**src/hw/global_buffer_pkg.sv**
```systemverilog
package global_buffer_pkg;

    // Bank word and processor data width
    localparam int BANK_DATA_WIDTH   = 64;
    localparam int BANK_STRB_WIDTH   = BANK_DATA_WIDTH / 8;      // One strobe bit per byte
    localparam int BANK_WORDS        = 128;                      // Words in one tile's bank
    localparam int BANK_WORD_WIDTH   = $clog2(BANK_WORDS);       // Word index width
    localparam int BANK_BYTE_OFFSET  = $clog2(BANK_STRB_WIDTH);  // Byte bits below the word index

    localparam int GLB_ADDR_WIDTH    = 11;                       // Processor byte address
    localparam int NUM_GLB_TILES     = 2;                        // Tiles in the chain
    localparam int TILE_ID_WIDTH     = $clog2(NUM_GLB_TILES);
    localparam int TILE_SEL_LSB      = 10;                       // Address bit that picks the tile

    localparam int CFG_ADDR_WIDTH    = 8;
    localparam int CFG_DATA_WIDTH    = 32;
    localparam int CFG_TILE_SEL_LSB  = 4;                        // Config address bit for the tile
    localparam int CFG_REG_SEL_WIDTH = 2;                        // Low bits pick the register

    typedef struct packed {
        logic                       wr_en;
        logic [BANK_STRB_WIDTH-1:0] wr_strb;
        logic [GLB_ADDR_WIDTH-1:0]  wr_addr;
        logic [BANK_DATA_WIDTH-1:0] wr_data;
    } wr_packet_t;

    typedef struct packed {
        logic                      rd_en;
        logic [GLB_ADDR_WIDTH-1:0] rd_addr;
    } rdrq_packet_t;

    typedef struct packed {
        logic                       rd_data_valid;
        logic [BANK_DATA_WIDTH-1:0] rd_data;
    } rdrs_packet_t;

    // Whole eastbound packet with the requests and the response riding along together
    typedef struct packed {
        wr_packet_t   wr;
        rdrq_packet_t rdrq;
        rdrs_packet_t rdrs;
    } packet_t;

    // Per tile configuration register map
    typedef enum logic [CFG_REG_SEL_WIDTH-1:0] {
        CFG_LOCK     = 2'd0,  // Bank write lock
        CFG_SCRATCH  = 2'd1,  // Free scratch word
        CFG_WR_COUNT = 2'd2,  // Accepted bank writes
        CFG_TILE_ID  = 2'd3   // Read-only tile index
    } glb_cfg_reg_e;

endpackage

```
**src/hw/cfg_ifc.sv**
```systemverilog
`timescale 1ns/1ps

interface cfg_ifc;
    import global_buffer_pkg::*;

    logic                      wr_en;          // Single cycle write strobe
    logic [CFG_ADDR_WIDTH-1:0] wr_addr;
    logic [CFG_DATA_WIDTH-1:0] wr_data;
    logic                      rd_en;          // Single cycle read strobe
    logic [CFG_ADDR_WIDTH-1:0] rd_addr;
    logic [CFG_DATA_WIDTH-1:0] rd_data;        // Zero unless the addressed tile answers
    logic                      rd_data_valid;

    // Requester side
    modport master (
        output wr_en, wr_addr, wr_data, rd_en, rd_addr,
        input  rd_data, rd_data_valid
    );

    modport slave (
        input  wr_en, wr_addr, wr_data, rd_en, rd_addr,
        output rd_data, rd_data_valid
    );

endinterface

```
**src/hw/glb_chain_start.sv**
```systemverilog
`timescale 1ns/1ps

module glb_chain_start (
    input  logic                                        clk,
    input  logic                                        arst_n,
    input  logic                                        proc_wr_en,
    input  logic [global_buffer_pkg::BANK_STRB_WIDTH-1:0] proc_wr_strb,
    input  logic [global_buffer_pkg::GLB_ADDR_WIDTH-1:0]  proc_wr_addr,
    input  logic [global_buffer_pkg::BANK_DATA_WIDTH-1:0] proc_wr_data,
    input  logic                                        proc_rd_en,
    input  logic [global_buffer_pkg::GLB_ADDR_WIDTH-1:0]  proc_rd_addr,
    output logic [global_buffer_pkg::BANK_DATA_WIDTH-1:0] proc_rd_data,
    output logic                                        proc_rd_data_valid,
    cfg_ifc.slave                                       if_cfg,
    cfg_ifc.master                                      if_cfg_est_m,
    input  global_buffer_pkg::packet_t                  proc_packet_esti,
    output global_buffer_pkg::packet_t                  proc_packet_esto
);
    import global_buffer_pkg::*;

    // Request packet leaves one edge after the processor strobe
    always_ff @(posedge clk or negedge arst_n) begin
        if (!arst_n) begin
            proc_packet_esto <= '0;                       // No request in flight after reset
        end else begin
            proc_packet_esto.wr.wr_en     <= proc_wr_en;
            proc_packet_esto.wr.wr_strb   <= proc_wr_strb;
            proc_packet_esto.wr.wr_addr   <= proc_wr_addr;
            proc_packet_esto.wr.wr_data   <= proc_wr_data;
            proc_packet_esto.rdrq.rd_en   <= proc_rd_en;
            proc_packet_esto.rdrq.rd_addr <= proc_rd_addr;
            proc_packet_esto.rdrs         <= '0;          // Tiles fill in the response
        end
    end

    // The returned response flag is the last stage of the fixed read latency
    always_ff @(posedge clk or negedge arst_n) begin
        if (!arst_n) begin
            proc_rd_data_valid <= 1'b0;
        end else begin
            proc_rd_data_valid <= proc_packet_esti.rdrs.rd_data_valid;
        end
    end

    always_ff @(posedge clk) begin
        if (proc_packet_esti.rdrs.rd_data_valid) begin
            proc_rd_data <= proc_packet_esti.rdrs.rd_data;  // Held until the next response
        end
    end

    assign if_cfg_est_m.wr_en   = if_cfg.wr_en;           // Config requests go east untouched
    assign if_cfg_est_m.wr_addr = if_cfg.wr_addr;
    assign if_cfg_est_m.wr_data = if_cfg.wr_data;
    assign if_cfg_est_m.rd_en   = if_cfg.rd_en;
    assign if_cfg_est_m.rd_addr = if_cfg.rd_addr;
    assign if_cfg.rd_data       = if_cfg_est_m.rd_data;   // Already ORed over all tiles
    assign if_cfg.rd_data_valid = if_cfg_est_m.rd_data_valid;

endmodule

```
**src/flat_wrapper.sv**
```systemverilog
// flat-port wrapper written by rule: the top's interface ports become plain ports
module glb_chain_start_flat import global_buffer_pkg::*;
  (clk, arst_n, proc_wr_en, proc_wr_strb, proc_wr_addr, proc_wr_data, proc_rd_en, proc_rd_addr, proc_rd_data, proc_rd_data_valid, proc_packet_esti, proc_packet_esto, if_cfg_wr_en, if_cfg_wr_addr, if_cfg_wr_data, if_cfg_rd_en, if_cfg_rd_addr, if_cfg_rd_data, if_cfg_rd_data_valid, if_cfg_est_m_wr_en, if_cfg_est_m_wr_addr, if_cfg_est_m_wr_data, if_cfg_est_m_rd_en, if_cfg_est_m_rd_addr, if_cfg_est_m_rd_data, if_cfg_est_m_rd_data_valid);
  cfg_ifc if_cfg_i ();
  cfg_ifc if_cfg_est_m_i ();
  input  logic clk;
  input  logic arst_n;
  input  logic proc_wr_en;
  input  logic [global_buffer_pkg::BANK_STRB_WIDTH-1:0] proc_wr_strb;
  input  logic [global_buffer_pkg::GLB_ADDR_WIDTH-1:0] proc_wr_addr;
  input  logic [global_buffer_pkg::BANK_DATA_WIDTH-1:0] proc_wr_data;
  input  logic proc_rd_en;
  input  logic [global_buffer_pkg::GLB_ADDR_WIDTH-1:0] proc_rd_addr;
  output logic [global_buffer_pkg::BANK_DATA_WIDTH-1:0] proc_rd_data;
  output logic proc_rd_data_valid;
  input  global_buffer_pkg::packet_t proc_packet_esti;
  output global_buffer_pkg::packet_t proc_packet_esto;
  input wire logic [$bits(if_cfg_i.wr_en)-1:0] if_cfg_wr_en;
  input wire logic [$bits(if_cfg_i.wr_addr)-1:0] if_cfg_wr_addr;
  input wire logic [$bits(if_cfg_i.wr_data)-1:0] if_cfg_wr_data;
  input wire logic [$bits(if_cfg_i.rd_en)-1:0] if_cfg_rd_en;
  input wire logic [$bits(if_cfg_i.rd_addr)-1:0] if_cfg_rd_addr;
  output wire logic [$bits(if_cfg_i.rd_data)-1:0] if_cfg_rd_data;
  output wire logic [$bits(if_cfg_i.rd_data_valid)-1:0] if_cfg_rd_data_valid;
  output wire logic [$bits(if_cfg_est_m_i.wr_en)-1:0] if_cfg_est_m_wr_en;
  output wire logic [$bits(if_cfg_est_m_i.wr_addr)-1:0] if_cfg_est_m_wr_addr;
  output wire logic [$bits(if_cfg_est_m_i.wr_data)-1:0] if_cfg_est_m_wr_data;
  output wire logic [$bits(if_cfg_est_m_i.rd_en)-1:0] if_cfg_est_m_rd_en;
  output wire logic [$bits(if_cfg_est_m_i.rd_addr)-1:0] if_cfg_est_m_rd_addr;
  input wire logic [$bits(if_cfg_est_m_i.rd_data)-1:0] if_cfg_est_m_rd_data;
  input wire logic [$bits(if_cfg_est_m_i.rd_data_valid)-1:0] if_cfg_est_m_rd_data_valid;
  assign if_cfg_i.wr_en = if_cfg_wr_en;
  assign if_cfg_i.wr_addr = if_cfg_wr_addr;
  assign if_cfg_i.wr_data = if_cfg_wr_data;
  assign if_cfg_i.rd_en = if_cfg_rd_en;
  assign if_cfg_i.rd_addr = if_cfg_rd_addr;
  assign if_cfg_rd_data = if_cfg_i.rd_data;
  assign if_cfg_rd_data_valid = if_cfg_i.rd_data_valid;
  assign if_cfg_est_m_wr_en = if_cfg_est_m_i.wr_en;
  assign if_cfg_est_m_wr_addr = if_cfg_est_m_i.wr_addr;
  assign if_cfg_est_m_wr_data = if_cfg_est_m_i.wr_data;
  assign if_cfg_est_m_rd_en = if_cfg_est_m_i.rd_en;
  assign if_cfg_est_m_rd_addr = if_cfg_est_m_i.rd_addr;
  assign if_cfg_est_m_i.rd_data = if_cfg_est_m_rd_data;
  assign if_cfg_est_m_i.rd_data_valid = if_cfg_est_m_rd_data_valid;
  glb_chain_start u_core (.clk(clk), .arst_n(arst_n), .proc_wr_en(proc_wr_en), .proc_wr_strb(proc_wr_strb), .proc_wr_addr(proc_wr_addr), .proc_wr_data(proc_wr_data), .proc_rd_en(proc_rd_en), .proc_rd_addr(proc_rd_addr), .proc_rd_data(proc_rd_data), .proc_rd_data_valid(proc_rd_data_valid), .if_cfg(if_cfg_i), .if_cfg_est_m(if_cfg_est_m_i), .proc_packet_esti(proc_packet_esti), .proc_packet_esto(proc_packet_esto));
endmodule
```
**config.mk**
```make
export PLATFORM = sky130hd
export DESIGN_NAME = glb_chain_start_flat
export DESIGN_NICKNAME = d
export VERILOG_FILES = /design/src/hw/global_buffer_pkg.sv /design/src/hw/cfg_ifc.sv /design/src/hw/glb_chain_start.sv /design/src/flat_wrapper.sv
export SDC_FILE = /design/constraint.sdc
export NUM_CORES = 1
export LEC_CHECK = 0
export ABC_CLOCK_PERIOD_IN_PS = 800
export BUFFER_PORTS_ARGS = -buffer_cell sky130_fd_sc_hd__buf_2
export CORE_AREA = 5 5 250 252
export CTS_CLUSTER_DIAMETER = 60
export CTS_CLUSTER_SIZE = 24
export DETAILED_ROUTE_END_ITERATION = 7
export DIE_AREA = 0 0 255 257
export GPL_ROUTABILITY_DRIVEN = 0
export PLACE_DENSITY_LB_ADDON = 0.08
export SLEW_MARGIN = 20
export SYNTH_ARGS = -nofsm -noshare
export SYNTH_HDL_FRONTEND = slang
export SYNTH_SLANG_ARGS = --single-unit
export TNS_END_PERCENT = 10
```
**constraint.sdc**
```tcl
create_clock -name clk -period 0.8 [get_ports clk]
set_clock_uncertainty 0.05 [all_clocks]
set_input_delay 0.04 -clock clk [delete_from_list [all_inputs] [get_ports clk]]
set_output_delay 0.04 -clock clk [all_outputs]
set_load 0.005 [all_outputs]
```
==> run metrics, run 1 <==
crit end category=output port; clk slew on worst S/H paths=roughly 80 ps; final instance area=between 9000 and 10000 um2; Crit path max-delay family=flip-flops; die area=65500 um2; Hold Crit Class=in2async; Die Height=roughly 260 um; vias=roughly 3700; f_max=between 0.8 and 0.9 GHz; leakage=roughly 4.3 nW; vias in the first global route=about 4300; Num CTS Buffers=17; Post-synth EDFFs=64; clock tree buffer depth=2; cells after synthesis=between 300 and 400; DRT Pass-1 Iters=4; Synth warnings=0; VDD IR-drop max=between 1.5 and 2 mV; Tot Pwr=19.9 mW; Tcrit/Tclk final=1.40; vias per std cell=roughly 2.4; RSZ-0062 raised after global routing=yes; post-synthesis sequential area ratio=0.796; Period minus WS final=around 1100 ps; area of the core=roughly 60000 um2; Layout Cells excl Fill=roughly 1500; Multi-input gate area=~240 um2; kind of critical path=reg2out; synth unique cells=4; final antenna-violating net count=0; number of max-cap violations=0; number of top-level pins=651; violated checks=hold timing, setup timing; Worst Path Required=710 ps; initial antenna violation count=5; Setup TNS Final=-39270 ps; Area Growth Syn to Fin=78.3%; synthesized flop and latch total=between 150 and 200; PortBufs=about 320; CP max stage cell=dfrtp_1; Initial Utilization=0.0912; CTS tree=done; Tot GR Track Use=0.0624; clk root buf=clkbuf_16; WP data arrival=1030 ps; DIE WIDTH=255 um; largest net degree at the start of global routing=27; Slew Viols, Final=0; Post-synth top cells=148 x buf_4, 97 x dfrtp_1, 64 x edfxtp_1, 1 x conb_1; final global-route overflow total=0; most frequent cell after synthesis=buf_4; DRT iter0 DRCs=66; power density over the cells=just over 2000 nW/um2; DRC=0; outcome=complete, but fails checks; cell area after synthesis=about 5500 um2; synth top area cells=dfrtp_1 44%, edfxtp_1 35%, buf_4 20%, conb_1 0.069%; H-tree levels=4; per-cell routed wire length=between 10 and 15 um; startpoint types=flop; worst path buffer plus inverter count=1; Filler Cells Inserted=6721; first-pass GRT wire length=between 20 and 30 mm; FF+latch area=approximately 4300 um2; # rows=90; Yosys top cell area share=0.444; Synth area leader=dfrtp_1; FFs w/ async S/R, synth=0.602; critical path's largest stage delay=roughly 420 ps; Final Hold Viols=10; Final WS setup=-322 ps; Final nets=between 1000 and 1500; layout cells sized above 1=0.483; Post-DP HPWL=16.1 mm; Setup-failing EPs final=roughly 160; placed insts=1340; Routed WL=20.4 mm; worst-path fanout max=1; Final Hold Slack=-57.6 ps; post-CTS setup buffer count=0; syn_area_per_cell=between 15 and 20 um2; CTS Sinks=161; main flop type after synthesis=dfrtp_1; worst path cell trace=buf_2; placed cell areas=7340 um2
==> layout by cell type, fill, tap and decap left out, drive strengths merged <==
cell type and count:
clkbuf 19, bufinv 1, conb 65, clkinv 3, buf 333, inv 8, edfxtp 64, clkinvlp 1
dfrtp 97, dlygate4sd3 162, diode 2
==> kinds of logic (layout without fill, tap and decap cells) <==
logic type,after synthesis,after routing,share of synthesized area
other cells,1,67,0.000686
flops,161,161,0.796
buf+inv,148,527,0.203
==> worst max path at each step <==
stage,from,end,slack [ps],cells past startpoint
floorplan,u_core.proc_rd_data[0],proc_rd_data[0],350,0
global placement,proc_packet_esti[64],u_core.proc_rd_data[30],-10,2
detailed placement,proc_packet_esti[64],u_core.proc_rd_data[30],-1,2
CTS,u_core.proc_packet_esto[113],proc_packet_esto[113],-430,1
global route,u_core.proc_packet_esto[113],proc_packet_esto[113],-410,1
finish,u_core.proc_packet_esto[113],proc_packet_esto[113],-320,1
==> registers in the layout (all words and copies together) (netlist names) <==
signal and flops:
u_core.proc_rd_data 64, u_core.proc_rd_data_valid 1, u_core.proc_packet_esto 96
==> timing repair <==
| action | CTS | global route |
|---|---|---|
| hold buffers | 162 | 1 |
| resized for setup | 18 | 19 |
| setup endpoints to repair | 161 | 226 |
| gates cloned | 0 | 0 |
| hold endpoints to repair | 316 | 11 |
==> report_power, final <==
part | internal (mW) | switching, mW | total (mW)
registers | 9.13 | 0.139 | 9.27
logic | 1.28 | 0.889 | 2.17
clock network | 4.50 | 4.00 | 8.50
==> per-stage QoR <==
| step | hold slack (ps) | setup slack (ps) | utilization |
|---|---|---|---|
| 3_3_place_gp | -109 | -14.0 | 0.122 |
| 3_5_place_dp | -105 | -1.15 | 0.122 |
| 5_1_grt | -74.9 | -412 | 0.163 |
| 2_1_floorplan | -306 | 355 | - |
| 4_1_cts | -113 | -433 | 0.161 |
| 6_report | -57.6 | -322 | 0.163 |
==> layer usage <==
metal,vias to the layer above,routed length [um],global-route usage
met3,21,3660,0.0551
met5,-,13,0
met4,2,414,0.0272
met2,321,8570,0.0879
li1,1662,-,-
met1,1724,7730,0.0655
==> area by class of cell <==
type / instances / share of cell area
antenna: 2 / 0.000514
clock buffer: 19 / 0.0455
clock inverter: 13 / 0.0145
multi-input combinational: 65 / 0.0250
sequential: 161 / 0.446
tap: 782 / 0.100
timing repair buffer: 495 / 0.368
Power figures use the tool's default switching activity.
==> inputs of run 2 (changes only) <==
--- a/config.mk
+++ b/config.mk
@@ -14,4 +14,5 @@
 export DIE_AREA = 0 0 255 257
 export GPL_ROUTABILITY_DRIVEN = 0
+export MAX_ROUTING_LAYER = met4
 export PLACE_DENSITY_LB_ADDON = 0.08
 export SLEW_MARGIN = 20
==> constraint.sdc (replaced) <==
create_clock -name clk -period 0.8 [get_ports clk]
set_clock_uncertainty 0.05 [all_clocks]
set_input_delay 0.04 -clock clk [delete_from_list [all_inputs] [get_ports clk]]
set_output_delay 0.04 -clock clk [all_outputs]
set_load 0.01 [all_outputs]
==> run 2 against run 1 <==
Net effect: the run still ends with hold timing, setup timing left; via count shrank 0.46%; sequential cell count is the same; critical endpoint unchanged; sequential power is essentially flat; sequential share of layout area shrank 0.42 points.
==> run metrics, run 2 (same netlist as run 1, synthesis figures left out) <==
outcome=complete, but fails checks; violated checks=hold timing, setup timing; Slew Viols, Final=0; Worst Path Required=710 ps; Final Hold Slack=-58.3 ps; Filler Cells Inserted=6731; Tcrit/Tclk final=1.43; layout cells sized above 1=0.483; PortBufs=around 320; f_max=~0.87 GHz; clk root buf=clkbuf_16; initial antenna violation count=6; Initial Utilization=0.0912; crit end category=output port; commonest non-fill, non-tap cells in the layout=277 x buf_2, 162 x dlygate4sd3_1, 97 x dfrtp_1; Setup WS pre-CTS=-1.15 ps; DIE WIDTH=255 um; Final nets=~1100; Setup TNS Final=-41330 ps; Final WS setup=-346 ps; max reg flops=96; startpoint types=flop; Hold Crit Class=in2async; final global-route overflow total=0; vias per std cell=about 2.4; clk slew on worst S/H paths=approximately 80 ps; kind of critical path=reg2out; post-CTS setup buffer count=0; worst path buffer plus inverter count=1; Routed WL=around 20 mm; die area=about 66000 um2; Post-DP HPWL=between 15 and 20 mm; per-cell routed wire length=13.3 um; DRT iter0 DRCs=72; vias in the first global route=approximately 4400; CTS Sinks=161; Tot GR Track Use=0.0644; Die Height=between 200 and 300 um; CP max stage cell=dfrtp_1; WP data arrival=around 1100 ps; DRT Pass-1 Iters=3; Setup-failing EPs final=approximately 160; final antenna-violating net count=0; commonest non-fill, non-tap cell in the layout=buf_2; # rows=90; worst-path fanout max=1; number of max-cap violations=0; VDD IR-drop max=~1.6 mV; Regs by FF count=u_core.proc_packet_esto: 96 flops, u_core.proc_rd_data: 64 flops, u_core.proc_rd_data_valid: 1 flops; Tot Pwr=20.2 mW; Area Growth Syn to Fin=80.0%; placed cell areas=approximately 7300 um2; leakage=roughly 4.4 nW; critical path's largest stage delay=between 400 and 500 ps; vias=3713; RSZ-0062 raised after global routing=yes; CTS tree=done; final instance area=roughly 10000 um2; worst path cell trace=buf_6; largest register by flop count=u_core.proc_packet_esto; Num CTS Buffers=17; power density over the cells=2060 nW/um2; Period minus WS final=1150 ps; first-pass GRT wire length=between 20 and 30 mm; DRC=0; clock tree buffer depth=2; area of the core=roughly 60000 um2; number of top-level pins=651; Crit path max-delay family=flip-flops; H-tree levels=4; largest net degree at the start of global routing=27; Final Hold Viols=10
-- run 2: changes by cell type in the layout (fill, tap and decap cells not counted) --
cell,previous run,this run
buf_2,291,277
buf_6,30,44
diode_2,2,4
-- run 2: path summary, 6_finish.rpt --
| kind | cells past startpoint | endpoint | startpoint |
|---|---|---|---|
| setup / recovery | 1 | proc_packet_esto[113] | u_core.proc_packet_esto[113] |
| hold / removal | 2 | u_core.proc_packet_esto[106] | arst_n |
| max in group asynchronous | 3 | u_core.proc_packet_esto[124] | arst_n |
| min in group clk | 0 | if_cfg_est_m_wr_data[14] | if_cfg_wr_data[14] |
-- run 2: per-stage QoR --
stage | utilization | instances | hold slack, ps
after floorplan | - | 374 | -306
after global placement | 0.122 | 1340 | -109
after detailed placement | 0.122 | 1340 | -105
after CTS | 0.162 | 1534 | -113
after global routing | 0.164 | 1539 | -73.5
final | 0.164 | 1539 | -58.3
-- run 2: what timing repair did --
action,4_1_cts,5_1_grt
gates resized for setup,33,19
endpoints found under the hold margin,316,11
setup endpoints to repair,161,226
hold buffers,162,1
-- run 2: where the power goes --
part           total, mW  switching, mW  internal [mW]  leakage [nW]
clock network       8.47           3.98           4.49         0.287
logic               2.48           1.15           1.33          2.33
registers           9.28          0.147           9.13          1.76
total               20.2           5.28           15.0          4.37
-- run 2: routing by layer --
metal	GRT usage	vias to the layer above	share of wire
li1	-	1666	-
met1	0.0656	1713	0.38
met2	0.0879	317	0.42
met3	0.0556	17	0.18
met4	0.0272	0	0.020
met5	-	-	0
-- run 2: cell type report --
type                    count  area, um2  area share
clock inverters            13        141      0.0144
repair buffers            495       3670       0.373
multi-input cells          65        244      0.0248
well taps                 782        978      0.0995
diodes                      4       10.0     0.00102
flip-flops and latches    161       4350       0.442
clock buffers              19        443      0.0450
